<file path="src/hw/jtlb_pkg.sv">
// Joint TLB widths, entry types, page-size encodings and VPN masking
`default_nettype none

package jtlb_pkg;

  // ================================================
  // Widths
  // ================================================
  localparam int vpn_w     = 27;
  localparam int ppn_w     = 28;
  localparam int asid_w    = 16;
  localparam int flg_w     = 16;
  localparam int pgs_w     = 3;
  localparam int vpn_lvl_w = 9;
  localparam int set_idx_w = 6;
  localparam int num_ways  = 2;

  // One-hot page size
  localparam logic [pgs_w-1:0] pgs_4k = 3'b001;
  localparam logic [pgs_w-1:0] pgs_2m = 3'b010;
  localparam logic [pgs_w-1:0] pgs_1g = 3'b100;

  typedef logic [vpn_w-1:0]     vpn_t;
  typedef logic [ppn_w-1:0]     ppn_t;
  typedef logic [asid_w-1:0]    asid_t;
  typedef logic [pgs_w-1:0]     pgs_t;
  typedef logic [set_idx_w-1:0] set_idx_t;

  // ================================================
  // Entry formats
  // ================================================
  // Tag entry, 48 bits
  typedef struct packed {
    logic  vld;
    vpn_t  vpn;
    asid_t asid;
    pgs_t  pgs;
    logic  g;
  } tag_t;

  // Data entry, 44 bits
  typedef struct packed {
    ppn_t             ppn;
    logic [flg_w-1:0] flg;
  } data_t;

  // Clear the VPN levels below the page size
  function automatic vpn_t vpn_mask(vpn_t vpn, pgs_t pgs);
    vpn_t vpn_2m;
    vpn_t vpn_1g;
    vpn_2m = {vpn[vpn_w-1:vpn_lvl_w], {vpn_lvl_w{1'b0}}};
    vpn_1g = {vpn[vpn_w-1:2*vpn_lvl_w], {2*vpn_lvl_w{1'b0}}};
    return ({vpn_w{|(pgs & pgs_4k)}} & vpn)
         | ({vpn_w{|(pgs & pgs_2m)}} & vpn_2m)
         | ({vpn_w{|(pgs & pgs_1g)}} & vpn_1g);
  endfunction

endpackage

`default_nettype wire

</file>
<file path="src/hw/jtlb_result.sv">
// Result stage: hit, miss and multi-hit judgement, PPN and flag select, walk request
`timescale 1ns/100ps
`default_nettype none

module jtlb_result (
  input  wire                               tc_vld,
  input  wire  [jtlb_pkg::num_ways-1:0]     tc_way_hit,
  input  wire  jtlb_pkg::vpn_t              tc_vpn,
  input  wire  jtlb_pkg::pgs_t              tc_pgs,
  input  wire  jtlb_pkg::data_t             tc_data0,
  input  wire  jtlb_pkg::data_t             tc_data1,
  input  wire                               ptw_en,
  output logic                              res_vld,
  output logic                              res_hit,
  output logic                              res_miss,
  output logic                              res_hit_mult,
  output logic                              res_way,
  output jtlb_pkg::ppn_t                    res_ppn,
  output logic [jtlb_pkg::flg_w-1:0]        res_flg,
  output logic                              ptw_req,
  output jtlb_pkg::vpn_t                    ptw_vpn
);

  import jtlb_pkg::*;

  logic any_hit;
  logic last_probe;

  // ================================================
  // Hit / miss judgement
  // ================================================
  assign any_hit      = |tc_way_hit;
  assign res_vld      = tc_vld;
  assign res_hit      = tc_vld && (tc_way_hit[0] ^ tc_way_hit[1]);
  assign res_hit_mult = tc_vld && (&tc_way_hit);
  assign res_miss     = tc_vld && !any_hit;
  assign res_way      = tc_way_hit[1];

  // ================================================
  // PPN and flags
  // ================================================
  // AND-OR of the hitting ways
  assign res_ppn = ({ppn_w{tc_way_hit[0]}} & tc_data0.ppn)
                 | ({ppn_w{tc_way_hit[1]}} & tc_data1.ppn);
  assign res_flg = ({flg_w{tc_way_hit[0]}} & tc_data0.flg)
                 | ({flg_w{tc_way_hit[1]}} & tc_data1.flg);

  // ================================================
  // Walk request
  // ================================================
  // 1G is the last probe size
  assign last_probe = |(tc_pgs & pgs_1g);
  assign ptw_req    = res_miss && last_probe && ptw_en;
  assign ptw_vpn    = tc_vpn;

endmodule

`default_nettype wire

</file>
<file path="config.mk">
export PLATFORM = sky130hd
export DESIGN_NAME = jtlb_result
export DESIGN_NICKNAME = d
export VERILOG_FILES = /design/src/hw/jtlb_pkg.sv /design/src/hw/jtlb_result.sv
export SDC_FILE = /design/constraint.sdc
export NUM_CORES = 1
export LEC_CHECK = 0
export BUFFER_PORTS_ARGS = -buffer_cell sky130_fd_sc_hd__buf_2
export CORE_AREA = 8 8 83 56
export DETAILED_ROUTE_END_ITERATION = 10
export DIE_AREA = 0 0 91 64
export PLACE_DENSITY = 0.95
export SLEW_MARGIN = 20
export SYNTH_ARGS = -nofsm -noshare
export SYNTH_HDL_FRONTEND = slang
export SYNTH_SLANG_ARGS = --single-unit
export TNS_END_PERCENT = 1
</file>
<file path="constraint.sdc">
create_clock -name vclk -period 1.72
set_clock_uncertainty 0.15 [all_clocks]
set_input_delay 0.172 -clock vclk [all_inputs]
set_output_delay 0.172 -clock vclk [all_outputs]
set_load 0.02 [all_outputs]
</file>
Word level (Yosys, flattened, before mapping)
Cells that the tools add are included.
{"block": "word_totals", "register_bits": 0, "inputBits": 122, "wordCells": 15}
{"block": "classes", "n_bitwise": 7, "n_reduce_logical": 8}
{"op": "bitwise AND 28 bit", "n": 2}
{"op": "bitwise AND 16 bit", "n": 2}
{"op": "bitwise OR 28 bit", "n": 1}
{"op": "bitwise OR 16 bit", "n": 1}
{"op": "logical AND 1 bit", "n": 5}
{"op": "AND reduction 2 bit", "n": 1}
{"op": "OR reduction 2 bit", "n": 1}
{"op": "zero test 1 bit", "n": 1}
{"op": "XOR 1 bit", "n": 1}

Logic depth before layout (Yosys ltp)
{"block": "depth", "ltp_word": 5, "ltp_mapped": 5, "mapped_depth_nobuf": 3}

Worst setup path after synthesis
No wires, ideal clock.
{"block": "synth_path", "path_kind": "input -> output", "from": "input port tc_way_hit[0] in the netlist's numbering", "to": "output port res_hit", "t_arrival_ns": 0.912, "t_required_ns": 1.398, "path_slack_ns": 0.486, "stages": 5, "n_path_buf": 2, "path_cell_list": "buf_6 buf_6 inv_1 ha_1 and2_1"}
{"block": "synth_via", "elab_chain_cells": 2}
{"element": "start: declaration", "line_no": "jtlb_result.sv:7", "source": "input wire [jtlb_pkg::num_ways-1:0] tc_way_hit,"}
{"element": "XOR 1 bit", "line_no": "jtlb_result.sv:34", "source": "assign res_hit = tc_vld && (tc_way_hit[0] ^ tc_way_hit[1]);"}
{"element": "logical AND 1 bit", "line_no": "jtlb_result.sv:34"}
{"element": "end: declaration", "line_no": "jtlb_result.sv:14", "source": "output logic res_hit,"}
No other way between the ends.

Worst setup path in the final report
{"block": "layout_path", "from": "input port tc_way_hit[0] in the netlist's numbering", "to": "output port res_hit_mult"}
{"block": "layout_via", "elab_chain_cells": 2}
{"element": "AND reduction 2 bit", "line_no": "jtlb_result.sv:35", "source": "assign res_hit_mult = tc_vld && (&tc_way_hit);"}
{"element": "logical AND 1 bit", "line_no": "jtlb_result.sv:35"}
{"element": "end: declaration", "line_no": "jtlb_result.sv:16", "source": "output logic res_hit_mult,"}
No other way between the ends.

==> impl_summary.log <==
INFO  metric endpoint_kind = output pin
INFO  metric io-pin-count = 199
INFO  metric clock.fmax = 762 MHz
INFO  metric detail_route.wirelength = 3.85 mm
INFO  metric final.clkbuf_count = 0
INFO  metric power_switching_share = 53.2%
INFO  metric post_synthesis_instance_total = 91
INFO  metric kind_of_path_behind_the_tightest_hold_check = input pin to output pin
INFO  metric dp_hpwl = ~3.5 mm
INFO  metric internal_power = 0.000200 W
INFO  metric post_synth_fa_ha_maj_area_fraction = between 3 and 4%
INFO  metric power_frac_clock = 0%
INFO  metric run_status = completed
INFO  metric static_leakage = 0.815 nW
INFO  metric grt_antenna_before_repair = 0
INFO  metric p_per_area = 341 nW/um^2
INFO  metric layout.cells.most_common = sky130_fd_sc_hd__buf_2
INFO  metric route.detailed.wl_per_inst = 15.7 um
INFO  metric placeable_core_region = 3450 um^2
INFO  metric gr-usage-all-layers = between 10% and 20%
INFO  metric synth-seq-area-share = 0%
INFO  metric finalSetupViolCount = 0
INFO  metric routed_via_density = ~4.6
INFO  metric post_synth_num_cell_types = 8
INFO  metric finalMaxSlewViolations = 0
INFO  metric setup_tns = 0 ns
INFO  metric layout.cell_area.non_filler = 1260 um^2
INFO  metric post_route_cells_drive_above_1_share = between 70% and 80%
INFO  metric grt_max_degree = 25
INFO  metric startpoint = tc_way_hit[0]
INFO  metric worstHoldStart = tc_vpn[0]
INFO  metric minimum_setup_slack_after_placement = 0.410 ns
INFO  metric gp_routability_congestion = 0.699
INFO  metric synth_fp_nets = between 200 and 250
INFO  metric timing.critical_path.required = 1.40 ns
INFO  metric p_sw = 0.000228 W
INFO  metric first_global_vias = 1142
INFO  metric floorplan.die_area = 5820 um^2
INFO  metric power.ir.vdd_worst = 0.138 mV
INFO  metric timing.critical_path.to = res_hit_mult
INFO  metric die_y = roughly 64 um
INFO  metric finalWorstSetupSlack = 0.407 ns
INFO  metric cts_hold_repair.buffers = 0
INFO  metric seqCellArea = 0 um^2
INFO  metric timing.final.crit_share = roughly three quarters
INFO  metric grt_setup_unrepaired = false
INFO  metric first_iter_violations = 19
INFO  metric cts_setup_buffers = 0
INFO  metric yosys.area_share.xor_xnor = 0%
INFO  metric nets = 325
INFO  metric layout.sequential_cells = 0
INFO  metric cts_resized = 0
INFO  metric share_seq_of_total_power = 0%
INFO  metric detail_route.drc_violations = 0
INFO  metric die_w = 91 um
INFO  metric num_vias = 1130
INFO  metric slew_headroom = 84.0%
INFO  metric synth_compound_area_share = 50.1%
INFO  metric mean_post_synth_cell_area = roughly 8.6 um^2
INFO  metric layout_min_cycle_time = roughly 1.3 ns
INFO  metric setup.worst_path.class = input pin to output pin
INFO  metric arrival_worst_endpoint = approximately 0.99 ns
INFO  metric largest_family_of_logic_cells_by_synthesized_area = compound AO/OA/AOI/OAI gates
INFO  metric synth_area = 782 um^2
INFO  metric max_cap_violations = 0
INFO  metric synthSimpleGateAreaFrac = 3.52%
INFO  metric yosys_warnings = 0
INFO  metric worstSetupStartpointType = input pin
INFO  metric grt_pass1_wl = 5.86 mm
INFO  metric port_buffers = 143
INFO  metric dpl_cell_area = 1260 um^2
INFO  metric drt-pass1-iter-count = 4
INFO  metric globalRouteOverflowTotal = 0
INFO  metric num_antenna_cells = 0
INFO  metric synth_mux_area_share = 0%
INFO  metric combPwrFrac = 100.0%
INFO  metric final.fill_count = 382
INFO  metric most-common-layout-cells = sky130_fd_sc_hd__buf_2 (143), sky130_fd_sc_hd__a22o_1 (39), sky130_fd_sc_hd__a22o_2 (5)
INFO  metric cp_max_fo = 22
INFO  metric detail-route-antenna-nets = 0
INFO  metric start_util = 22.7%
INFO  metric hold_depth = 0
INFO  metric fp-row-count = 17
INFO  metric synthToLayoutAreaGrowth = 60.6%
INFO  metric max_slew.worst_pin.slew = around 0.24 ns
INFO  metric finalHoldViolCount = 0
==> cell type report <==
cell class / instances / area [um^2] / share of cell area [%]
timing repair buffer: 147 / 746 / 59.4
multi-input combinational: 50 / 444 / 35.4
tap: 47 / 58.8 / 4.68
inverter: 2 / 7.51 / 0.598
==> kinds of logic (layout without fill, tap and decap cells) <==
group | count (synthesis) | in the layout
AO/OA/AOI/OAI | 44 | 44
buffers and inverters | 41 | 149
AND/OR/NAND/NOR | 4 | 4
adder cells (fa/ha/maj) | 2 | 2
==> per-layer routing <==
| layer | part of all wire (%) | vias to the layer above | GRT usage [%] |
|---|---|---|---|
| met1 | 37 | 507 | 11.7 |
| met3 | 13 | 6 | 6.99 |
| li1 | - | 539 | - |
| met5 | 0 | - | 0 |
| met4 | 1.0 | 0 | 1.22 |
| met2 | 49 | 78 | 20.2 |
==> power groups by stage <==
stage	logic [W]	registers, W	clock network, W
after global placement	0.000424	0	0
after detailed placement	0.000431	0	0
after CTS	0.000432	0	0
final	0.000428	0	0
after floorplan	0.000346	0	0
after global routing	0.000459	0	0
==> how the worst min path moves through the flow <==
stage / endpoint / slack, ns
2_1_floorplan: ptw_vpn[0] / 0.31
4_1_cts: ptw_vpn[23] / 0.19
3_5_place_dp: ptw_vpn[23] / 0.19
6_report: ptw_vpn[0] / 0.19
3_3_place_gp: ptw_vpn[23] / 0.19
5_1_grt: ptw_vpn[0] / 0.19
==> Yosys cell counts <==
master	count	share of area (%)
sky130_fd_sc_hd__buf_4	29	28
sky130_fd_sc_hd__a22o_1	39	44
sky130_fd_sc_hd__inv_1	2	0.96
sky130_fd_sc_hd__buf_6	10	14
sky130_fd_sc_hd__a22o_2	5	6.4
sky130_fd_sc_hd__and2_1	3	2.4
sky130_fd_sc_hd__and4_1	1	1.1
sky130_fd_sc_hd__ha_1	2	3.2
==> worst max-delay path, cell delays in order <==
cell and delay, ns:
sky130_fd_sc_hd__buf_2 0.11, sky130_fd_sc_hd__buf_4 0.20, sky130_fd_sc_hd__ha_1 0.21, sky130_fd_sc_hd__and2_1 0.14
sky130_fd_sc_hd__buf_2 0.15
==> metrics by stage <==
stage | total power, W | util [%] | hold slack, ns | std cells
6_report | 0.000428 | 36.5 | 0.194 | 246
5_1_grt | 0.000459 | 36.5 | 0.194 | 246
4_1_cts | 0.000432 | 36.5 | 0.194 | 246
3_5_place_dp | 0.000431 | 36.5 | 0.194 | 246
3_3_place_gp | 0.000424 | 36.5 | 0.194 | 246
2_1_floorplan | 0.000346 | - | 0.307 | 91
(Power assumes the default switching activity.)
