===== src/hw/jtlb_pkg.sv =====
// Joint TLB widths, entry types, page-size encodings and VPN masking
`default_nettype none

package jtlb_pkg;

  // ================================================
  // Widths
  // ================================================
  localparam int vpn_w     = 27;
  localparam int ppn_w     = 28;
  localparam int asid_w    = 16;
  localparam int flg_w     = 16;
  localparam int pgs_w     = 3;
  localparam int vpn_lvl_w = 9;
  localparam int set_idx_w = 6;
  localparam int num_ways  = 2;

  // One-hot page size
  localparam logic [pgs_w-1:0] pgs_4k = 3'b001;
  localparam logic [pgs_w-1:0] pgs_2m = 3'b010;
  localparam logic [pgs_w-1:0] pgs_1g = 3'b100;

  typedef logic [vpn_w-1:0]     vpn_t;
  typedef logic [ppn_w-1:0]     ppn_t;
  typedef logic [asid_w-1:0]    asid_t;
  typedef logic [pgs_w-1:0]     pgs_t;
  typedef logic [set_idx_w-1:0] set_idx_t;

  // ================================================
  // Entry formats
  // ================================================
  // Tag entry, 48 bits
  typedef struct packed {
    logic  vld;
    vpn_t  vpn;
    asid_t asid;
    pgs_t  pgs;
    logic  g;
  } tag_t;

  // Data entry, 44 bits
  typedef struct packed {
    ppn_t             ppn;
    logic [flg_w-1:0] flg;
  } data_t;

  // Clear the VPN levels below the page size
  function automatic vpn_t vpn_mask(vpn_t vpn, pgs_t pgs);
    vpn_t vpn_2m;
    vpn_t vpn_1g;
    vpn_2m = {vpn[vpn_w-1:vpn_lvl_w], {vpn_lvl_w{1'b0}}};
    vpn_1g = {vpn[vpn_w-1:2*vpn_lvl_w], {2*vpn_lvl_w{1'b0}}};
    return ({vpn_w{|(pgs & pgs_4k)}} & vpn)
         | ({vpn_w{|(pgs & pgs_2m)}} & vpn_2m)
         | ({vpn_w{|(pgs & pgs_1g)}} & vpn_1g);
  endfunction

endpackage

`default_nettype wire


===== src/hw/jtlb_hit_compare.sv =====
// Compare stage: per-way hit check and result-stage registers
`timescale 1ns/100ps
`default_nettype none

module jtlb_hit_compare (
  input  wire                               jtlb_clk,
  input  wire                               cpurst_b,
  input  wire                               ta_vld,
  input  wire  jtlb_pkg::vpn_t              ta_vpn,
  input  wire  jtlb_pkg::pgs_t              ta_pgs,
  input  wire  jtlb_pkg::asid_t             cur_asid,
  input  wire  jtlb_pkg::tag_t              tag0,
  input  wire  jtlb_pkg::tag_t              tag1,
  input  wire  jtlb_pkg::data_t             data0,
  input  wire  jtlb_pkg::data_t             data1,
  output logic                              tc_vld,
  output logic [jtlb_pkg::num_ways-1:0]     tc_way_hit,
  output jtlb_pkg::vpn_t                    tc_vpn,
  output jtlb_pkg::pgs_t                    tc_pgs,
  output jtlb_pkg::data_t                   tc_data0,
  output jtlb_pkg::data_t                   tc_data1
);

  import jtlb_pkg::*;

  vpn_t                vpn_masked;
  logic [num_ways-1:0] way_hit;

  // One way's match against the request
  function automatic logic tag_match(tag_t tag, vpn_t vpn_m, pgs_t pgs, asid_t asid);
    logic asid_ok;
    // Global entries ignore the ASID
    asid_ok = (tag.asid == asid) || tag.g;
    return tag.vld && (tag.vpn == vpn_m) && (tag.pgs == pgs) && asid_ok;
  endfunction

  // ================================================
  // Hit check
  // ================================================
  assign vpn_masked = vpn_mask(ta_vpn, ta_pgs);

  assign way_hit[0] = tag_match(tag0, vpn_masked, ta_pgs, cur_asid);
  assign way_hit[1] = tag_match(tag1, vpn_masked, ta_pgs, cur_asid);

  // ================================================
  // Result-stage registers
  // ================================================
  always_ff @(posedge jtlb_clk or negedge cpurst_b)
  begin
    if (!cpurst_b)
      tc_vld <= 1'b0;
    else
      tc_vld <= ta_vld;
  end

  always_ff @(posedge jtlb_clk or negedge cpurst_b)
  begin
    if (!cpurst_b)
      tc_way_hit <= '0;
    else if (ta_vld)
      tc_way_hit <= way_hit;
  end

  // Request and both data words, held for the result stage
  always_ff @(posedge jtlb_clk)
  begin
    if (ta_vld)
    begin
      tc_vpn   <= ta_vpn;
      tc_pgs   <= ta_pgs;
      tc_data0 <= data0;
      tc_data1 <= data1;
    end
  end

endmodule

`default_nettype wire


===== config.mk =====
export PLATFORM = sky130hd
export DESIGN_NAME = jtlb_hit_compare
export DESIGN_NICKNAME = d
export VERILOG_FILES = /design/src/hw/jtlb_pkg.sv /design/src/hw/jtlb_hit_compare.sv
export SDC_FILE = /design/constraint.sdc
export NUM_CORES = 1
export LEC_CHECK = 0
export BUFFER_PORTS_ARGS = -buffer_cell sky130_fd_sc_hd__buf_2
export CAP_MARGIN = 20
export CELL_PAD_IN_SITES_DETAIL_PLACEMENT = 1
export CELL_PAD_IN_SITES_GLOBAL_PLACEMENT = 1
export CORE_ASPECT_RATIO = 0.75
export CORE_UTILIZATION = 31
export CTS_BUF_LIST = sky130_fd_sc_hd__clkbuf_4 sky130_fd_sc_hd__clkbuf_8 sky130_fd_sc_hd__clkbuf_16
export CTS_CLUSTER_DIAMETER = 30
export DETAILED_ROUTE_END_ITERATION = 10
export PLACE_DENSITY = 0.91
export REMOVE_ABC_BUFFERS = 1
export SLEW_MARGIN = 25
export SYNTH_ARGS = -nofsm -noshare
export SYNTH_HDL_FRONTEND = slang
export SYNTH_SLANG_ARGS = --single-unit

===== constraint.sdc =====
create_clock -name jtlb_clk -period 0.9 [get_ports jtlb_clk]
set_input_delay 0.045 -clock jtlb_clk [delete_from_list [all_inputs] [get_ports jtlb_clk]]
set_output_delay 0.045 -clock jtlb_clk [all_outputs]
set_load 0.01 [all_outputs]

; ---- After elaboration in Yosys (flattened, before gate mapping)
; Cells that the tools add are included.
[totals]
elab_cells = 27
register_bits = 121
in_bits = 233
[op_classes]
bitwise = 5
n_reduce_logical = 8
eq_ne = 6
[op_table]
columns = op, count
row1 = bitwise AND 27 bit, 3
row2 = equality test 27 bit, 2
row3 = bitwise OR 27 bit, 2
row4 = equality test 16 bit, 2
row5 = equality test 3 bit, 2
row6 = logical AND 1 bit, 6
row7 = logical OR 1 bit, 2

; ---- Depth between registers and ports, before layout
[depth]
depth_word = 7
depth_mapped = 8
depth_no_buf = 6

; ---- Worst setup path after synthesis
; OpenSTA, ideal clock, no wires.
[synth_timing]
path_kind = input -> register
start = input ta_pgs[1]
end = register tc_way_hit[1] (netlist name)
t_required_ns = 0.805
setup_slack_ns = -0.690
t_arrival_ns = 1.495
setup_ns = 0.095
cell_stages = 6
path_cell_list = buf_6 nor3_4 nor2_1 o32a_1 or4_1 o32ai_2
[synth_between]
elab_chain_cells = 7
elab_cells_between_ends = 8
classes_between = eq/ne: 2 / bitwise: 3 / reduce/logical: 3
[synth_rtl]
columns = element, line_no
row1 = from (decl), jtlb_hit_compare.sv:10  ; input wire jtlb_pkg::pgs_t ta_pgs,
row2 = bitwise AND 27 bit, jtlb_pkg.sv:54  ; | ({vpn_w{|(pgs & pgs_2m)}} & vpn_2m)
row3 = bitwise OR 27 bit, jtlb_pkg.sv:54
row4 = bitwise OR 27 bit, jtlb_pkg.sv:55  ; | ({vpn_w{|(pgs & pgs_1g)}} & vpn_1g);
row5 = equality test 27 bit, jtlb_hit_compare.sv:34  ; return tag.vld && (tag.vpn == vpn_m) && (tag.pgs == pgs) && asid_ok;
row6 = logical AND 1 bit, jtlb_hit_compare.sv:34
row7 = logical AND 1 bit * (2 in series), jtlb_hit_compare.sv:34
row8 = to (signal assigned), jtlb_hit_compare.sv:61  ; tc_way_hit <= way_hit;
row9 = to (decl), jtlb_hit_compare.sv:17  ; output logic [jtlb_pkg::num_ways-1:0] tc_way_hit,
; Mark *: on every way between the ends. The rest lies on a longest branch, timed or not.
; A chain may end at the register's enable or synchronous reset.

; ---- Worst setup path after layout
[layout_timing]
start = input ta_pgs[0]
end = register tc_way_hit[1] (netlist name)
[layout_between]
elab_chain_cells = 7
elab_cells_between_ends = 8
classes_between = eq/ne: 2 / bitwise: 3 / reduce/logical: 3
[layout_rtl]
columns = element, line_no
row1 = bitwise AND 27 bit, jtlb_pkg.sv:53  ; return ({vpn_w{|(pgs & pgs_4k)}} & vpn)
row2 = bitwise OR 27 bit, jtlb_pkg.sv:54
row3 = bitwise OR 27 bit, jtlb_pkg.sv:55
row4 = equality test 27 bit, jtlb_hit_compare.sv:34
row5 = logical AND 1 bit, jtlb_hit_compare.sv:34
row6 = logical AND 1 bit * (2 in series), jtlb_hit_compare.sv:34
; Marks and branches as above.

==> results.json <==
{
  "grt_start_max_net_pins": 48,
  "clk_latency_ns": 0.41,
  "synth_xor_xnor_area_share": 0.0829,
  "slowest_stage": "or4_4",
  "post_drt_wl_per_cell_um": 22.7,
  "fp.dieH_um": 114,
  "fin_crit_sh": 1.52,
  "synth_simple_gate_area_share": 0.0916,
  "synth-seq-area-share": 0.699,
  "drt_pass1_iterations": 5,
  "multiInputGateArea_um2": 1570,
  "pwr-share-seq": 0.413,
  "rsz0062_at_grt": "yes",
  "violations": "negative setup slack",
  "wl_mm": 26.5,
  "grt_overflow": 0,
  "regArea_um2": 3620,
  "setup_ws_ns": -0.470,
  "ys_ff_latch": 121,
  "final_cell_mix": "buf_2 (336), dlygate4sd3_1 (119), edfxtp_1 (118)",
  "die_area_um2": 17200,
  "final_common_cell": "buf_2",
  "p_switching_mw": 4.45,
  "clockBufferDepth": 2,
  "final_util": 0.615,
  "yosysWarnings": 0,
  "grt_pass1_wl_mm": 37.1,
  "track_usage": 0.300,
  "synth_edf_count": 118,
  "via_per_inst": 4.97,
  "p_clk_frac": 0.397,
  "maxSlewViolCount": 0,
  "place_inst": 1009,
  "fin_cells": 1168,
  "crit_path_end_kind": "register",
  "max_freq_mhz": 730,
  "required_ns": 1.23,
  "cp-endpoint": "tc_way_hit[1]$_DFFE_PN0P_",
  "grt_pass1_vias": 6146,
  "antenna_found_initial": 5,
  "cellPowerDensity_nw_per_um2": 1670,
  "reg2reg_to": "tc_way_hit[0]$_DFFE_PN0P_",
  "cts_tree": "built",
  "cp_max_fo": 5,
  "pin_count": 354,
  "fin_skew_ns": 0,
  "cts_buffers": 17,
  "nets": 1174,
  "crit_chain": "buf_4 -> buf_6 -> or2_2 -> nor3_1 -> o2111ai_2 -> or4_4 -> o32ai_2",
  "initialDrtViolationCount": 371,
  "synthAdderAreaFrac": 0,
  "timing.final.hold_violations": 0,
  "min_path_type": "primary input to register",
  "worstReg2RegStart": "tc_way_hit[0]$_DFFE_PN0P_",
  "switching_share": 0.269,
  "status": "finished, violations left",
  "cts_max_level": 4,
  "r2r_slack_ns": 0.04,
  "peakVddDrop_v": 0.00109,
  "synth_ff_type": "edfxtp_1",
  "tightestPinTransition_ns": 0.634,
  "drcViolationCount": 0,
  "startpoint_type": "primary input",
  "slew_headroom": 0.572,
  "synth_compound_area_frac": 0.103,
  "async_reset_ff_frac": 0.0248,
  "syn2layout_area_growth_pct": 92.0,
  "clk_pin_slew_ns": 0.07,
  "cts.sinks": 121,
  "ys_types": 47,
  "cpPeakStageDelay_ns": 0.54,
  "ant_nets": 0,
  "start_util": 0.320,
  "leakage_nw": 4.42,
  "gp_congestion": 0.841,
  "die_w_um": 151,
  "synth_top_family_by_area": "compound AO/OA/AOI/OAI gates",
  "synth_mux_area_frac": 0,
  "p_comb_frac": 0.190,
  "arrival_ns": 1.70,
  "finalSetupViolations": 123,
  "critPathLaunch": "ta_pgs[0]",
  "coreArea_um2": 16200,
  "finalWorstPathRequiredPeriod_ns": 1.37,
  "internal_power_mw": 12.1,
  "synthCells": 354,
  "cts-root-buf": "clkbuf_16",
  "drv_cap": 0,
  "critical_path_class": "primary input to register",
  "nFillCells": 1751,
  "rows": 40,
  "vias": 5808,
  "syn_avg_cell_area_um2": 14.6,
  "hpwlAfterDp_mm": 17.6,
  "port_buffers": 353,
  "worstRegToRegCells": 2,
  "netlist_area_um2": 5170,
  "drive_gt1_frac": 0.531
}
==> cell families (layout without fill, tap and decap cells) <==
family                 after synthesis  in the layout
XOR/XNOR                            49             49
other                                0              5
buffers and inverters               27            626
AO/OA/AOI/OAI                       74             74
flip-flops                         121            121
AND/OR/NAND/NOR                     83             83
==> worst max-delay path, delay by kind of cell <==
| kind | cells | cell delay, ns |
|---|---|---|
| compound gates | 2 | 0.34 |
| buf+inv | 2 | 0.28 |
| simple gates | 3 | 1.03 |
==> power groups by stage <==
stage               Clock [mW]  Sequential (mW)  Combinational [mW]
global route              6.86             6.86                3.31
CTS                       6.55             6.80                2.98
global placement             0             6.86                2.39
floorplan                    0             7.15               0.469
detailed placement           0             6.90                2.48
finish                    6.57             6.84                3.14
==> per-layer routing <==
metal	up-vias	part of all wire	wire length, um	track usage
met1	2864	0.37	9790	0.333
li1	2579	-	-	-
met3	51	0.078	2060	0.0800
met5	-	0.00049	13	0
met4	2	0.034	898	0.109
met2	312	0.52	13800	0.545
==> repair_timing <==
| item | CTS | global route |
|---|---|---|
| gates resized for setup | 22 | 28 |
| hold endpoints to repair | 120 | 0 |
| pin swaps | 11 | 7 |
| endpoints found under the setup margin | 123 | 123 |
| hold buffers | 119 | 0 |
| buffers inserted | 3 | 1 |
==> cell usage after synthesis, types with 2 or more instances <==
library cell  count  area share
edfxtp_1        118        0.68
xnor2_1          32       0.054
nor2_1           25       0.018
inv_1            22       0.016
xor2_1           17       0.029
a31oi_1          12       0.015
nor4bb_1         11       0.021
o21ai_0          11       0.011
nor4_1           10       0.012
o22ai_1          10       0.012
nand2_1           9      0.0065
a221oi_1          7       0.012
o32ai_1           7       0.012
a21oi_1           6      0.0058
nor3_1            6      0.0058
nand3_1           5      0.0048
nand4_1           5      0.0060
dfrtp_1           3       0.015
nor2b_1           3      0.0036
a2bb2oi_1         2      0.0034
buf_6             2      0.0044
clkbuf_1          2      0.0015
o2111ai_1         2      0.0034
o32a_1            2      0.0039
or2_2             2      0.0024
or3_1             2      0.0024
==> flip-flops by register name (all words and copies together), names as in the netlist <==
name	cells
tc_data0	44
tc_data1	44
tc_vpn	27
tc_pgs	3
tc_way_hit	2
tc_vld	1
==> how the worst min path moves through the flow <==
| stage | startpoint | end | slack, ns | cells after the start |
|---|---|---|---|---|
| 2_1_floorplan | cpurst_b | tc_vld$_DFF_PN0_ | -0.25 | 0 |
| 3_3_place_gp | cpurst_b | tc_vld$_DFF_PN0_ | -0.14 | 1 |
| 3_5_place_dp | cpurst_b | tc_vld$_DFF_PN0_ | -0.14 | 1 |
| 4_1_cts | tag1[0] | tc_way_hit[1]$_DFFE_PN0P_ | 0.05 | 3 |
| 5_1_grt | tag1[0] | tc_way_hit[1]$_DFFE_PN0P_ | 0.07 | 3 |
| 6_report | tag1[0] | tc_way_hit[1]$_DFFE_PN0P_ | 0.05 | 3 |
==> through the flow <==
stage / setup TNS [ns] / area, um^2 / worst slack [ns] / total power [mW] / hold WS [ns]
floorplan: -1.22 / 5140 / -0.759 / 7.62 / -0.251
global placement: -8.97 / 7910 / -0.890 / 9.25 / -0.143
detailed placement: -11.72 / 7910 / -0.951 / 9.38 / -0.144
CTS: -11.75 / 9780 / -0.433 / 16.3 / 0.0517
global route: -15.26 / 9930 / -0.607 / 17.0 / 0.0711
finish: -11.07 / 9940 / -0.470 / 16.5 / 0.0479
==> layout make-up <==
cell class | count | share of cell area
Timing Repair Buffer | 573 | 0.387
Sequential cell | 121 | 0.364
Multi-Input combinational cell | 206 | 0.158
Clock buffer | 17 | 0.0428
Tap cell | 210 | 0.0264
Clock inverter | 14 | 0.0125
Inverter | 22 | 0.00831
Antenna cell | 5 | 0.00126
No activity file was read; power rests on OpenSTA's default activity.
