[src/hw/jtlb_pkg.sv]
// Joint TLB widths, entry types, page-size encodings and VPN masking
`default_nettype none

package jtlb_pkg;

  // ================================================
  // Widths
  // ================================================
  localparam int vpn_w     = 27;
  localparam int ppn_w     = 28;
  localparam int asid_w    = 16;
  localparam int flg_w     = 16;
  localparam int pgs_w     = 3;
  localparam int vpn_lvl_w = 9;
  localparam int set_idx_w = 6;
  localparam int num_ways  = 2;

  // One-hot page size
  localparam logic [pgs_w-1:0] pgs_4k = 3'b001;
  localparam logic [pgs_w-1:0] pgs_2m = 3'b010;
  localparam logic [pgs_w-1:0] pgs_1g = 3'b100;

  typedef logic [vpn_w-1:0]     vpn_t;
  typedef logic [ppn_w-1:0]     ppn_t;
  typedef logic [asid_w-1:0]    asid_t;
  typedef logic [pgs_w-1:0]     pgs_t;
  typedef logic [set_idx_w-1:0] set_idx_t;

  // ================================================
  // Entry formats
  // ================================================
  // Tag entry, 48 bits
  typedef struct packed {
    logic  vld;
    vpn_t  vpn;
    asid_t asid;
    pgs_t  pgs;
    logic  g;
  } tag_t;

  // Data entry, 44 bits
  typedef struct packed {
    ppn_t             ppn;
    logic [flg_w-1:0] flg;
  } data_t;

  // Clear the VPN levels below the page size
  function automatic vpn_t vpn_mask(vpn_t vpn, pgs_t pgs);
    vpn_t vpn_2m;
    vpn_t vpn_1g;
    vpn_2m = {vpn[vpn_w-1:vpn_lvl_w], {vpn_lvl_w{1'b0}}};
    vpn_1g = {vpn[vpn_w-1:2*vpn_lvl_w], {2*vpn_lvl_w{1'b0}}};
    return ({vpn_w{|(pgs & pgs_4k)}} & vpn)
         | ({vpn_w{|(pgs & pgs_2m)}} & vpn_2m)
         | ({vpn_w{|(pgs & pgs_1g)}} & vpn_1g);
  endfunction

endpackage

`default_nettype wire

[src/hw/jtlb_req_decode.sv]
// Request stage: set index, memory enables, write payloads, compare-stage controls
`timescale 1ns/100ps
`default_nettype none

module jtlb_req_decode (
  input  wire                               jtlb_clk,
  input  wire                               cpurst_b,
  input  wire                               req,
  input  wire                               req_write,
  input  wire  jtlb_pkg::vpn_t              req_vpn,
  input  wire  jtlb_pkg::pgs_t              req_pgs,
  input  wire  [jtlb_pkg::num_ways-1:0]     req_way_sel,
  input  wire                               wr_vld,
  input  wire  jtlb_pkg::asid_t             wr_asid,
  input  wire                               wr_g,
  input  wire  jtlb_pkg::ppn_t              wr_ppn,
  input  wire  [jtlb_pkg::flg_w-1:0]        wr_flg,
  output jtlb_pkg::set_idx_t                mem_idx,
  output logic                              tag_cen,
  output logic                              data_cen,
  output logic [jtlb_pkg::num_ways-1:0]     mem_wen,
  output jtlb_pkg::tag_t                    tag_din,
  output jtlb_pkg::data_t                   data_din,
  output logic                              ta_vld,
  output jtlb_pkg::vpn_t                    ta_vpn,
  output jtlb_pkg::pgs_t                    ta_pgs
);

  import jtlb_pkg::*;

  vpn_t vpn_masked;
  vpn_t vpn_shift;
  logic lookup;

  assign lookup = req && !req_write;

  // ================================================
  // Set index
  // ================================================
  // Page number at the request's own level, low bits pick the set
  assign vpn_shift = ({vpn_w{|(req_pgs & pgs_4k)}} & req_vpn)
                   | ({vpn_w{|(req_pgs & pgs_2m)}}
                      & {{vpn_lvl_w{1'b0}}, req_vpn[vpn_w-1:vpn_lvl_w]})
                   | ({vpn_w{|(req_pgs & pgs_1g)}}
                      & {{2*vpn_lvl_w{1'b0}}, req_vpn[vpn_w-1:2*vpn_lvl_w]});
  assign mem_idx = vpn_shift[set_idx_w-1:0];

  // ================================================
  // Memory enables
  // ================================================
  assign tag_cen  = req;
  assign mem_wen  = {num_ways{req && req_write}} & req_way_sel;
  assign data_cen = lookup || (req && (|req_way_sel));

  // Write payloads, stored VPN is kept masked
  assign vpn_masked = vpn_mask(req_vpn, req_pgs);
  assign tag_din    = '{vld: wr_vld, vpn: vpn_masked, asid: wr_asid, pgs: req_pgs, g: wr_g};
  assign data_din   = '{ppn: wr_ppn, flg: wr_flg};

  // ================================================
  // Compare-stage controls
  // ================================================
  always_ff @(posedge jtlb_clk or negedge cpurst_b)
  begin
    if (!cpurst_b)
      ta_vld <= 1'b0;
    else
      ta_vld <= lookup;
  end

  always_ff @(posedge jtlb_clk)
  begin
    if (lookup)
    begin
      ta_vpn <= req_vpn;
      ta_pgs <= req_pgs;
    end
  end

endmodule

`default_nettype wire

[config.mk]
export PLATFORM = sky130hd
export DESIGN_NAME = jtlb_req_decode
export DESIGN_NICKNAME = d
export VERILOG_FILES = /design/src/hw/jtlb_pkg.sv /design/src/hw/jtlb_req_decode.sv
export SDC_FILE = /design/constraint.sdc
export NUM_CORES = 1
export LEC_CHECK = 0
export ABC_AREA = 0
export BUFFER_PORTS_ARGS = -buffer_cell sky130_fd_sc_hd__buf_4
export CAP_MARGIN = 30
export CORE_AREA = 2 2 89 91
export CTS_CLUSTER_SIZE = 12
export DETAILED_ROUTE_END_ITERATION = 7
export DIE_AREA = 0 0 91 93
export SLEW_MARGIN = 20
export SYNTH_ARGS = -nofsm -noshare
export SYNTH_HDL_FRONTEND = slang
export SYNTH_SLANG_ARGS = --single-unit
[constraint.sdc]
create_clock -name jtlb_clk -period 1.8 [get_ports jtlb_clk]
set_clock_uncertainty 0.1 [all_clocks]
set_input_delay 0.36 -clock jtlb_clk [delete_from_list [all_inputs] [get_ports jtlb_clk]]
set_output_delay 0.36 -clock jtlb_clk [all_outputs]
set_load 0.005 [all_outputs]
-- Yosys cells after proc, flatten, opt, wreduce, memory -nomap -nowiden
Index checks and enable logic that the tools add are counted.
W data, S select, Z words.
- bitwise gates (word level): 10
- reductions and logical operators: 6
- operator list (kind ; number):
    $and A27 B27 Y27 ; 3
    $or A27 B27 Y27 ; 2
    $and A6 B6 Y6 ; 2
    $or A6 B6 Y6 ; 2
    $logic_and A1 B1 Y1 ; 3
    $and A2 B2 Y2 ; 1
    $reduce_or A2 Y1 ; 1
    $logic_not A1 Y1 ; 1
    $logic_or A1 B1 Y1 ; 1
- register bits after elaboration: 31
- bits of input ports: 98
- output and inout bits: 133
- word-level logic and storage cells: 19

-- Longest topological paths before layout
Gate-level depths: netlist of the first run.
- depth after elaboration: 3
- mapped depth: 4
- depth with buffers taken out: 2

-- Worst setup path before layout of the first run
No wires, ideal clock.
- path type: in2reg
- from: input req_write
- to: register ta_pgs[0], enable pin
- setup time: 422 ps
- data arrival time: 1750 ps
- data required time: 1278 ps
- slack: -472 ps
- cell stages on the path: 1
- path buffers: 0
- cell sequence: nor2b_1
- longest elaborated chain between the ends: 2
- ends and longest elaborated chain (element ; line ; source):
    start: declaration ; jtlb_req_decode.sv:9 ; input wire req_write,
    $logic_not A1 Y1 ; jtlb_req_decode.sv:35 ; assign lookup = req && !req_write;
    $logic_and A1 B1 Y1 ; jtlb_req_decode.sv:35 ;
    end signal: assignment ; jtlb_req_decode.sv:76 ; ta_pgs <= req_pgs;
    end: declaration ; jtlb_req_decode.sv:26 ; output jtlb_pkg::pgs_t ta_pgs
Every way passes these cells.
A chain may end at the register's enable or synchronous reset.

==> results_tabular.tex, run 1 <==
\begin{tabular}{lr}
\hline
Metric & Value \\
\hline
\multicolumn{2}{l}{\textbf{Setup path}} \\
Data arrival time of the critical path & 1.15 ns \\
Critical Path RT & 1.34 ns \\
Category of the worst setup path capture point & primary output \\
Critical path class & input port to primary output \\
Longest individual stage delay on the worst path & 0.36 ns \\
Critical path's most frequent cell & sky130\_fd\_sc\_hd\_\_buf\_4 \\
Total buffers and inverters traversed by the critical path & 2 \\
List of cells traversed by the critical path & buf\_4, nor2\_2, nor2b\_1, buf\_4 \\
CP max-delay cell & sky130\_fd\_sc\_hd\_\_nor2\_2 \\
Critical Path Start Type & input port \\
Gate family responsible for the most delay along the worst path & simple AND/OR/NAND/NOR gates \\
Largest fanout on the critical path & 19 \\
\multicolumn{2}{l}{\textbf{Clock tree}} \\
Clock input transition at the sequential cells of the worst setup and hold paths & 0.07 ns \\
CTS Sinks & 31 \\
CTS tree & built \\
Deepest level of the CTS H-tree & 2 \\
Root cell of the clock tree & sky130\_fd\_sc\_hd\_\_clkbuf\_8 \\
Number of CTS-inserted buffers & 5 \\
Max clock buf depth & 2 \\
Buffers inserted by post-CTS timing repair & 0 \\
\multicolumn{2}{l}{\textbf{Synth}} \\
Post-Synthesis Net Count & between 200 and 250 \\
Count of mapped cells out of synthesis & 146 \\
Total of flip-flops plus latches after synthesis & 31 \\
Cell area after synthesis & about 1800 um2 \\
Part of the Yosys area used for sequential elements & 52.8\% \\
Post-synthesis mux area share & 0\% \\
Dominant combinational cell family by area after synthesis & buffers and inverters \\
Share of the synthesized area in compound gates (AO/OA/AOI/OAI) & between 3 and 4\% \\
Count of synthesis-stage warnings from yosys & 0 \\
Count of unique library cells instantiated by Yosys & 14 \\
Adder and majority gate portion of the synthesized area & 0\% \\
Synth Area in XOR/XNOR & 0\% \\
Share of synthesized cell area in and, or, nand and nor gates & 12.2\% \\
Per-instance average area after synthesis & between 10 and 15 um2 \\
\multicolumn{2}{l}{\textbf{Worst hold path}} \\
Tightest Hold Check Type & input port to flop \\
\multicolumn{2}{l}{\textbf{Timing}} \\
Worst Hold Margin & 0.164 ns \\
Worst Tran Pin Value & 0.392 ns \\
Final number of setup-violating endpoints & 0 \\
Final critical delay including setup and external delays & 1.61 ns \\
Share of the cycle needed by the critical path after routing & 89.2\% \\
Number of endpoints with negative hold slack in the final report & 0 \\
Aggregate negative setup slack & 0 ns \\
Max frequency & 623 MHz \\
Unrepaired setup endpoints after global routing & false \\
Headroom to the max-slew limit & 73.8\% \\
Max-slew violation total from the final report & 0 \\
\multicolumn{2}{l}{\textbf{Floorplan}} \\
Die outline height & 93 um \\
Placement row count & 32 \\
Total core area & 7530 um2 \\
Ports & approximately 230 \\
Starting utilization of the core area & 23.3\% \\
Die span in x & about 90 um \\
Full die area & 8460 um2 \\
\multicolumn{2}{l}{\textbf{Power and ir drop}} \\
Cell-internal power & between 1000 and 1500 uW \\
Comb power frac & a little under a fifth \\
Leak Pwr & 0.00103 uW \\
Peak supply drop & 0.000229 V \\
Overall power consumption & 1850 uW \\
Switching power summed over all nets & a little under 400 uW \\
Power Dens Cells & 800 nW/um2 \\
Fraction of power consumed by the clock network & 35.5\% \\
Proportion of total power due to net switching & 21.4\% \\
Sequential fraction of design power & 46.3\% \\
\multicolumn{2}{l}{\textbf{GRT}} \\
Total overflow reported by the global router & 0 \\
Via count of the first global-routing pass & 1159 \\
Gr usage total & 12.3\% \\
Global-route wire length before repair & 7.76 mm \\
Antenna violations before repair & 0 \\
Maximum number of pins on one net before global-route repair & 32 \\
\multicolumn{2}{l}{\textbf{Drt}} \\
Drt first-iter violations & 30 \\
Post-route ant nets & 0 \\
Number of detailed-route iterations in the first pass & 5 \\
Total number of vias & 1185 \\
Aggregate routed wire length & 5.55 mm \\
Average vias per placed instance & 3.99 \\
Mean routed wirelength per cell & roughly 19 um \\
Post-route DRC & 0 \\
\multicolumn{2}{l}{\textbf{Flow run}} \\
Count of maximum capacitance violations & 0 \\
\multicolumn{2}{l}{\textbf{Layout}} \\
Ratio of cells with drive above 1 in the final layout & $\sim$60\% \\
Net count reported at finish & 292 \\
Diodes inserted & 0 \\
Layout-stage area growth over the synthesis result & 31.7\% \\
Post-Layout Cell Count & slightly below 300 \\
\multicolumn{2}{l}{\textbf{Outcome}} \\
Run status & complete, no violations \\
\multicolumn{2}{l}{\textbf{Place}} \\
Port-buffer cells & approximately 110 \\
Dpl cells & 288 \\
GP Congestion & just over 0.7 \\
Half-perimeter wire length after detailed placement & 4.65 mm \\
\hline
\end{tabular}
==> routing by layer <==
| layer | up-vias | wire, um | global-route usage, % |
|---|---|---|---|
| met3 | 18 | 999 | 7.82 |
| met1 | 516 | 1480 | 10.5 |
| met4 | 0 | 189 | 6.44 |
| met5 | - | 0 | 0 |
| met2 | 134 | 2890 | 22.0 |
| li1 | 517 | - | - |
==> kinds of logic (layout without fill, tap and decap cells) <==
family	count (synthesis)	in the layout
simple gates	33	33
flops	31	31
buf+inv	75	124
compound gates	7	7
==> cell usage after synthesis <==
library cell / n / area share [%]
sky130_fd_sc_hd__a21boi_0: 1 / 0.43
sky130_fd_sc_hd__a222oi_1: 6 / 3.4
sky130_fd_sc_hd__and2_1: 9 / 3.2
sky130_fd_sc_hd__and3_1: 2 / 0.71
sky130_fd_sc_hd__buf_4: 66 / 28
sky130_fd_sc_hd__buf_6: 2 / 1.3
sky130_fd_sc_hd__clkbuf_2: 1 / 0.29
sky130_fd_sc_hd__dfrtp_1: 1 / 1.4
sky130_fd_sc_hd__edfxtp_1: 30 / 51
sky130_fd_sc_hd__inv_1: 6 / 1.3
sky130_fd_sc_hd__nor2_1: 1 / 0.21
sky130_fd_sc_hd__nor2_2: 1 / 0.36
sky130_fd_sc_hd__nor2b_1: 19 / 6.8
sky130_fd_sc_hd__nor3_4: 1 / 0.93
==> placed cells by master, fill, tap and decap left out <==
| master | netlist | final |
|---|---|---|
| sky130_fd_sc_hd__nor2b_1 | 19 | 18 |
| sky130_fd_sc_hd__inv_1 | 6 | 6 |
| sky130_fd_sc_hd__clkinv_1 | 0 | 1 |
| sky130_fd_sc_hd__nor2_1 | 1 | 1 |
| sky130_fd_sc_hd__a21boi_0 | 1 | 1 |
| sky130_fd_sc_hd__bufinv_16 | 0 | 1 |
| sky130_fd_sc_hd__dfrtp_1 | 1 | 1 |
| sky130_fd_sc_hd__nor3_4 | 1 | 1 |
| sky130_fd_sc_hd__clkinv_2 | 0 | 1 |
| sky130_fd_sc_hd__a222oi_1 | 6 | 6 |
| sky130_fd_sc_hd__and2_1 | 9 | 9 |
| sky130_fd_sc_hd__edfxtp_1 | 30 | 30 |
| sky130_fd_sc_hd__clkbuf_8 | 0 | 5 |
| sky130_fd_sc_hd__dlygate4sd3_1 | 0 | 1 |
| sky130_fd_sc_hd__nor2_2 | 1 | 1 |
| sky130_fd_sc_hd__buf_12 | 0 | 1 |
| sky130_fd_sc_hd__buf_4 | 66 | 108 |
| sky130_fd_sc_hd__nor2b_2 | 0 | 1 |
| sky130_fd_sc_hd__and3_1 | 2 | 2 |
==> power groups by stage <==
stage	Clock [uW]	Combinational, uW	Sequential [uW]
floorplan	0	196	879
global placement	0	337	870
detailed placement	0	339	872
CTS	674	341	856
global route	704	364	861
finish	657	335	856
==> timing repair <==
action,4_1_cts,5_1_grt
hold buffers,1,0
resized for setup,0,0
hold endpoints to repair,1,0
==> state kept, by name (all words and copies together), names as in the netlist <==
name    count
ta_pgs      3
ta_vpn     27
ta_vld      1
==> stage by stage <==
stage / utilization [%] / setup slack (ns) / area [um2]
4_1_cts: 30.7 / 0.177 / 2310
5_1_grt: 30.7 / 0.101 / 2310
3_5_place_dp: 29.1 / 0.177 / 2190
2_1_floorplan: - / 0.0979 / 1760
3_3_place_gp: 29.1 / 0.189 / 2190
6_report: 30.7 / 0.194 / 2310
==> worst paths after layout <==
check | startpoint | end | slack (ns) | cells after the start
min in group asynchronous | cpurst_b | ta_vld | 0.29 | 2
setup / recovery | req_pgs[0] | tag_din[37] | 0.19 | 4
hold / removal | req_vpn[25] | ta_vpn[25] | 0.16 | 1
max in group asynchronous | cpurst_b | ta_vld | 1.22 | 2
==> cell type report <==
type | count | area [um2]
Clock buffer | 5 | 68.8
Tap cell | 102 | 128
Sequential cell | 31 | 926
Timing Repair Buffer | 110 | 841
Fill cell | 785 | 5220
Inverter | 6 | 22.5
Clock inverter | 3 | 38.8
Multi-Input combinational cell | 40 | 284
Power figures use the tool's default switching activity.
==> inputs of run 2 (changes only) <==
--- a/config.mk
+++ b/config.mk
@@ -8,10 +8,12 @@
 export ABC_AREA = 0
 export BUFFER_PORTS_ARGS = -buffer_cell sky130_fd_sc_hd__buf_4
 export CAP_MARGIN = 30
-export CORE_AREA = 2 2 89 91
+export CORE_AREA = 5 5 87 89
 export CTS_CLUSTER_SIZE = 12
 export DETAILED_ROUTE_END_ITERATION = 7
-export DIE_AREA = 0 0 91 93
+export DIE_AREA = 0 0 92 94
+export PLACE_DENSITY = 0.7
+export SKIP_LAST_GASP = 1
 export SLEW_MARGIN = 20
 export SYNTH_ARGS = -nofsm -noshare
 export SYNTH_HDL_FRONTEND = slang
==> run 2 against run 1 <==
  * Cell count down 7.4%
  * Sequential cell count is the same
  * Power barely moved
==> results_tabular.tex, run 2 (synthesis results as in run 1) <==
\begin{tabular}{lr}
\hline
Metric & Value \\
\hline
\multicolumn{2}{l}{\textbf{Timing}} \\
Worst Setup Slack, final & 0.143 ns (-0.0509 ns) \\
Aggregate negative setup slack & 0 ns (unchanged) \\
Share of the cycle needed by the critical path after routing & 92.1\% (+2.8 points) \\
Max-slew violation total from the final report & 0 (unchanged) \\
Max frequency & 603 MHz (-3.1\%) \\
Number of endpoints with negative hold slack in the final report & 0 (unchanged) \\
Final critical delay including setup and external delays & 1.66 ns (+0.0509 ns) \\
Final number of setup-violating endpoints & 0 (unchanged) \\
Worst Tran Pin Value & 0.435 ns (+0.0426 ns) \\
Unrepaired setup endpoints after global routing & false \\
Headroom to the max-slew limit & 71.0\% (-2.8 points) \\
\multicolumn{2}{l}{\textbf{Drt}} \\
Met2 Wirelength & 3.23 mm (+12\%) \\
Drt first-iter violations & 42 (+40\%) \\
Total number of vias & 1162 (-1.9\%) \\
Aggregate routed wire length & 5.89 mm (+6.1\%) \\
Mean routed wirelength per cell & 21.4 um (+15\%) \\
Post-route ant nets & 0 (unchanged) \\
Max Used Layer & met4 \\
Post-route DRC & 0 (unchanged) \\
Average vias per placed instance & 4.23 (+5.9\%) \\
Routed metal-1 wire length & 1.49 mm (+0.81\%) \\
Number of detailed-route iterations in the first pass & 4 (-1) \\
Met3 wirelength from detailed routing & 909 um (-9.0\%) \\
\multicolumn{2}{l}{\textbf{Power and ir drop}} \\
Proportion of total power due to net switching & 21.5\% (+0.051 points) \\
Power Dens Cells & 810 nW/um2 (+1.3\%) \\
Leak Pwr & 0.00103 uW (unchanged) \\
Cell-internal power & 1450 uW (about the same) \\
Peak supply drop & 0.000231 V (+1.0\%) \\
Fraction of power consumed by the clock network & 35.5\% (about the same) \\
Switching power summed over all nets & 397 uW (+0.31\%) \\
Sequential fraction of design power & 46.4\% (about the same) \\
Comb power frac & 18.1\% (about the same) \\
\multicolumn{2}{l}{\textbf{Layout}} \\
Top flop regs & ta\_vpn: 27 flops, ta\_pgs: 3 flops, ta\_vld: 1 flops \\
Diodes inserted & 0 (unchanged) \\
Layout-stage area growth over the synthesis result & 30.1\% \\
Net count reported at finish & 292 (unchanged) \\
Biggest register & ta\_vpn \\
Flip-flop count of the largest register, all copies and words added & 27 (unchanged) \\
Leading cell types in the layout, fill and taps excluded & sky130\_fd\_sc\_hd\_\_buf\_4 (108), sky130\_fd\_sc\_hd\_\_edfxtp\_1 (30), sky130\_fd\_sc\_hd\_\_nor2b\_1 (18) \\
Most common cell after layout, fill and taps aside & sky130\_fd\_sc\_hd\_\_buf\_4 \\
Ratio of cells with drive above 1 in the final layout & 61.0\% (unchanged) \\
\multicolumn{2}{l}{\textbf{Floorplan}} \\
Die span in x & 92 um (+1.1\%) \\
Starting utilization of the core area & 26.2\% (+2.9 points) \\
Total core area & 6680 um2 (-11\%) \\
Placement row count & 30 (-6.3\%) \\
Die outline height & 94 um (+1.1\%) \\
Ports & 231 (unchanged) \\
Full die area & 8650 um2 (+2.2\%) \\
\multicolumn{2}{l}{\textbf{Worst hold path}} \\
Tightest Hold Check Type & input port to flop \\
Number of instances on the worst hold path & 1 (unchanged) \\
\multicolumn{2}{l}{\textbf{Setup path}} \\
Critical path class & input port to primary output \\
List of cells traversed by the critical path & buf\_4, nor2\_2, nor2b\_1, buf\_4 \\
Critical path's most frequent cell & sky130\_fd\_sc\_hd\_\_buf\_4 \\
Critical Path Start Type & input port \\
CP max-delay cell & sky130\_fd\_sc\_hd\_\_nor2\_2 \\
Critical Path RT & 1.34 ns (about the same) \\
Largest fanout on the critical path & 19 (unchanged) \\
Category of the worst setup path capture point & primary output \\
Longest individual stage delay on the worst path & 0.39 ns (+0.03 ns) \\
Data arrival time of the critical path & 1.20 ns (+0.05 ns) \\
\multicolumn{2}{l}{\textbf{GRT}} \\
Global-route wire length before repair & 7.60 mm (-2.0\%) \\
Gr usage total & 12.1\% (-0.17 points) \\
Antenna violations before repair & 0 (unchanged) \\
Total overflow reported by the global router & 0 (unchanged) \\
Maximum number of pins on one net before global-route repair & 32 (unchanged) \\
Via count of the first global-routing pass & 1140 (-1.6\%) \\
\multicolumn{2}{l}{\textbf{Flow run}} \\
Count of maximum capacitance violations & 0 (unchanged) \\
\multicolumn{2}{l}{\textbf{Clock tree}} \\
CTS Sinks & 31 (unchanged) \\
Buffers inserted by post-CTS timing repair & 0 (unchanged) \\
Number of CTS-inserted buffers & 5 (unchanged) \\
Max clock buf depth & 2 (unchanged) \\
Root cell of the clock tree & sky130\_fd\_sc\_hd\_\_clkbuf\_8 \\
Clock input transition at the sequential cells of the worst setup and hold paths & 0.07 ns (about the same) \\
Deepest level of the CTS H-tree & 2 (unchanged) \\
CTS tree & built \\
\multicolumn{2}{l}{\textbf{Place}} \\
Port-buffer cells & 106 (unchanged) \\
GP Congestion & 0.729 (+0.59\%) \\
Place WS & 0.120 ns (-0.0574 ns) \\
Half-perimeter wire length after detailed placement & 4.97 mm (+6.8\%) \\
\multicolumn{2}{l}{\textbf{Outcome}} \\
Run status & complete, no violations \\
\hline
\end{tabular}
run 2: cell counts in the layout (fill, tap and decap cells not counted):
Identical to the previous run, type by type.
run 2: final cells by class:
class	instances	area, um2
inverters	6	22.5
clock buffers	5	68.8
repair buffers	110	841
fillers	654	4400
flip-flops and latches	31	926
multi-input cells	40	284
clock inverters	3	38.8
well taps	80	100
run 2: per-stage QoR:
| step | util [%] | cells | hold slack, ns | total power, uW | area (um2) |
|---|---|---|---|---|---|
| floorplan | - | 146 | -0.0356 | 1080 | 1760 |
| global placement | 32.4 | 266 | 0.0360 | 1200 | 2160 |
| detailed placement | 32.4 | 266 | 0.0358 | 1210 | 2160 |
| CTS | 34.1 | 275 | 0.152 | 1870 | 2280 |
| global route | 34.1 | 275 | 0.149 | 1920 | 2280 |
| finish | 34.1 | 275 | 0.162 | 1850 | 2280 |
run 2: worst max-delay path: cells and delay by family:
kind / cells / cell delay (ns)
buf+inv: 2 / 0.33
simple gates: 2 / 0.50
run 2: timing repair:
item / in CTS / in global routing
hold buffers: 1 / 0
gates resized for setup: 0 / 0
hold endpoints to repair: 1 / 0
run 2: final timing paths:
kind / startpoint / to / slack [ns]
min: req_vpn[15] / ta_vpn[15] / 0.16
max in group asynchronous: cpurst_b / ta_vld / 1.23
max: req_pgs[0] / tag_din[30] / 0.14
min in group asynchronous: cpurst_b / ta_vld / 0.29
run 2: routing by layer:
| layer | up-vias | track usage [%] |
|---|---|---|
| met5 | - | 0 |
| met4 | 0 | 7.92 |
| met3 | 21 | 6.57 |
| met2 | 109 | 24.0 |
| met1 | 512 | 8.58 |
| li1 | 520 | - |
run 2: power groups by stage:
| stage | registers (uW) | clock network, uW | logic (uW) |
|---|---|---|---|
| 2_1_floorplan | 879 | 0 | 196 |
| 3_3_place_gp | 871 | 0 | 334 |
| 3_5_place_dp | 874 | 0 | 340 |
| 4_1_cts | 859 | 672 | 342 |
| 5_1_grt | 862 | 698 | 360 |
| 6_report | 857 | 656 | 335 |
==> inputs of run 3 (changes only) <==
--- a/config.mk
+++ b/config.mk
@@ -12,7 +12,7 @@
 export CTS_CLUSTER_SIZE = 12
 export DETAILED_ROUTE_END_ITERATION = 7
 export DIE_AREA = 0 0 92 94
-export PLACE_DENSITY = 0.7
+export PLACE_DENSITY = 0.75
 export SKIP_LAST_GASP = 1
 export SLEW_MARGIN = 20
 export SYNTH_ARGS = -nofsm -noshare
==> run 3 against run 2 <==
  * Wire length decreased by 11%
  * Maximum frequency grew 0.66%
  * Power fell by 6.0%
  * Sequential cell count unchanged
  * Clock power fell by 17%
  * Cell area fell by 0.71%
  * Sequential power about the same
  * Critical path type unchanged
  * Largest cell class unchanged
  * Largest power group unchanged
  * Highest routed layer unchanged
==> results_tabular.tex, run 3 (synthesis results as in run 1) <==
\begin{tabular}{lr}
\hline
Metric & Value \\
\hline
\multicolumn{2}{l}{\textbf{Outcome}} \\
Run status & complete, no violations \\
\multicolumn{2}{l}{\textbf{Setup path}} \\
Largest fanout on the critical path & 19 (unchanged) \\
Crit. Startpoint & req\_pgs[0] \\
Data arrival time of the critical path & 1.19 ns (about the same) \\
Critical path class & input port to primary output \\
Capturing element of the worst setup path & tag\_din[36] \\
Gate family responsible for the most delay along the worst path & simple AND/OR/NAND/NOR gates \\
Critical Path Start Type & input port \\
Critical path's most frequent cell & sky130\_fd\_sc\_hd\_\_buf\_4 \\
Total buffers and inverters traversed by the critical path & 2 (unchanged) \\
Critical path depth in cells & 4 (unchanged) \\
CP max-delay cell & sky130\_fd\_sc\_hd\_\_nor2\_2 \\
Longest individual stage delay on the worst path & 0.38 ns (about the same) \\
List of cells traversed by the critical path & buf\_4, nor2\_2, nor2b\_1, buf\_4 \\
Critical Path RT & 1.34 ns (about the same) \\
Category of the worst setup path capture point & primary output \\
\multicolumn{2}{l}{\textbf{Drt}} \\
Drt first-iter violations & 44 (+4.8\%) \\
Post-route DRC & 0 (unchanged) \\
Post-route ant nets & 0 (unchanged) \\
Number of detailed-route iterations in the first pass & 4 (unchanged) \\
Aggregate routed wire length & 5.26 mm (-11\%) \\
Mean routed wirelength per cell & 19.1 um (-11\%) \\
Total number of vias & 1163 (+0.086\%) \\
Average vias per placed instance & 4.23 (about the same) \\
\multicolumn{2}{l}{\textbf{Layout}} \\
Post-layout util & 33.9\% (-0.24 points) \\
Ratio of cells with drive above 1 in the final layout & 61.0\% (unchanged) \\
Total area of multi-input combinational cells & 284 um2 (unchanged) \\
Layout-stage area growth over the synthesis result & 29.2\% \\
Fillers & 674 (+3.1\%) \\
Diodes inserted & 0 (unchanged) \\
Area used by sequential logic in the layout & 926 um2 (unchanged) \\
Leading cell types in the layout, fill and taps excluded & sky130\_fd\_sc\_hd\_\_buf\_4 (108), sky130\_fd\_sc\_hd\_\_edfxtp\_1 (30), sky130\_fd\_sc\_hd\_\_nor2b\_1 (18) \\
Top flop regs & ta\_vpn: 27 flops, ta\_pgs: 3 flops, ta\_vld: 1 flops \\
Most common cell after layout, fill and taps aside & sky130\_fd\_sc\_hd\_\_buf\_4 \\
Flip-flop count of the largest register, all copies and words added & 27 (unchanged) \\
Biggest register & ta\_vpn \\
Final design area excluding fillers & 2260 um2 (-0.71\%) \\
Net count reported at finish & 292 (unchanged) \\
\multicolumn{2}{l}{\textbf{Place}} \\
Placed cell areas & 2160 um2 (unchanged) \\
GP Congestion & 0.703 (-3.6\%) \\
Port-buffer cells & 106 (unchanged) \\
Half-perimeter wire length after detailed placement & 4.42 mm (-11\%) \\
\multicolumn{2}{l}{\textbf{Clock tree}} \\
Clock input transition at the sequential cells of the worst setup and hold paths & 0.06 ns (about the same) \\
Deepest level of the CTS H-tree & 2 (unchanged) \\
CTS Sinks & 31 (unchanged) \\
Post-CTS Resized & 0 (unchanged) \\
Max clock buf depth & 2 (unchanged) \\
Number of CTS-inserted buffers & 5 (unchanged) \\
Buffers inserted by post-CTS timing repair & 0 (unchanged) \\
Hold buffers post-CTS & 1 (unchanged) \\
CTS tree & built \\
Root cell of the clock tree & sky130\_fd\_sc\_hd\_\_clkbuf\_8 \\
\multicolumn{2}{l}{\textbf{Timing}} \\
Number of endpoints with negative hold slack in the final report & 0 (unchanged) \\
Final number of setup-violating endpoints & 0 (unchanged) \\
Max frequency & 608 MHz (+0.66\%) \\
Worst Tran Pin Value & 0.422 ns (-0.0124 ns) \\
Unrepaired setup endpoints after global routing & false \\
Aggregate negative setup slack & 0 ns (unchanged) \\
Share of the cycle needed by the critical path after routing & 91.4\% (-0.61 points) \\
Max-slew violation total from the final report & 0 (unchanged) \\
Final critical delay including setup and external delays & 1.65 ns (-0.0109 ns) \\
Headroom to the max-slew limit & 71.8\% (+0.82 points) \\
\multicolumn{2}{l}{\textbf{Floorplan}} \\
Die span in x & 92 um (unchanged) \\
Die outline height & 94 um (unchanged) \\
Full die area & 8650 um2 (unchanged) \\
Total core area & 6680 um2 (unchanged) \\
Placement row count & 30 (unchanged) \\
Ports & 231 (unchanged) \\
Starting utilization of the core area & 26.2\% (unchanged) \\
\multicolumn{2}{l}{\textbf{GRT}} \\
Total overflow reported by the global router & 0 (unchanged) \\
Antenna violations before repair & 0 (unchanged) \\
Global-route track usage on met3 & 6.33\% (-0.24 points) \\
Global-route wire length before repair & 7.31 mm (-3.8\%) \\
Fraction of met2 tracks used by global routing & 21.3\% (-2.7 points) \\
Most heavily used metal layer in global routing & met2 \\
Via count of the first global-routing pass & 1206 (+5.8\%) \\
Met1 Track Usage GR & 8.81\% (+0.23 points) \\
Maximum number of pins on one net before global-route repair & 32 (unchanged) \\
Gr usage total & 11.4\% (-0.74 points) \\
\multicolumn{2}{l}{\textbf{Power and ir drop}} \\
Power Dens Cells & 767 nW/um2 (-5.4\%) \\
Peak supply drop & 0.000216 V (-6.7\%) \\
Leak Pwr & 0.00102 uW (-0.71\%) \\
\multicolumn{2}{l}{\textbf{Flow run}} \\
Count of maximum capacitance violations & 0 (unchanged) \\
\multicolumn{2}{l}{\textbf{Worst hold path}} \\
Tightest Hold Check Type & input port to flop \\
\hline
\end{tabular}
run 3: cell count changes in the layout (fill, tap and decap cells not counted), sizes merged:
cell    before  now
clkinv       2    1
clkbuf       5    7
bufinv       1    0
run 3: worst min-delay path by stage:
stage	to	slack, ns	from	cells past startpoint
after floorplan	ta_vld	-0.04	cpurst_b	0
after detailed placement	ta_vld	0.04	cpurst_b	1
after global routing	ta_vpn[16]	0.15	req_vpn[16]	1
final	ta_vpn[16]	0.17	req_vpn[16]	1
after global placement	ta_vld	0.04	cpurst_b	1
after CTS	ta_vpn[16]	0.15	req_vpn[16]	1
run 3: metrics by stage:
stage,hold slack (ns),cells,total power (uW),setup slack (ns)
floorplan,-0.0356,146,1080,0.0979
global placement,0.0358,266,1200,0.165
detailed placement,0.0362,266,1210,0.141
CTS,0.155,275,1770,0.143
global route,0.152,275,1830,0.0572
finish,0.167,275,1740,0.154
run 3: layout make-up:
cell class,count,area share [%]
clock buffer,7,3.81
clock inverter,1,0.221
inverter,6,0.994
multi-input combinational,40,12.5
sequential,31,40.9
tap,80,4.42
timing repair buffer,110,37.1
run 3: per-layer routing:
| layer | up-vias | share of wire (%) | wire, um |
|---|---|---|---|
| met1 | 506 | 26 | 1360 |
| met4 | 0 | 4.7 | 246 |
| met3 | 30 | 15 | 798 |
| met2 | 106 | 54 | 2850 |
| met5 | - | 0 | 0 |
| li1 | 521 | - | - |
run 3: power breakdown:
group	leakage [uW]	switching (uW)	internal (uW)	total [uW]
registers	0.000294	12.7	845	858
clock network	0.0000482	237	308	545
logic	0.000675	132	202	334
total	0.00102	382	1350	1740
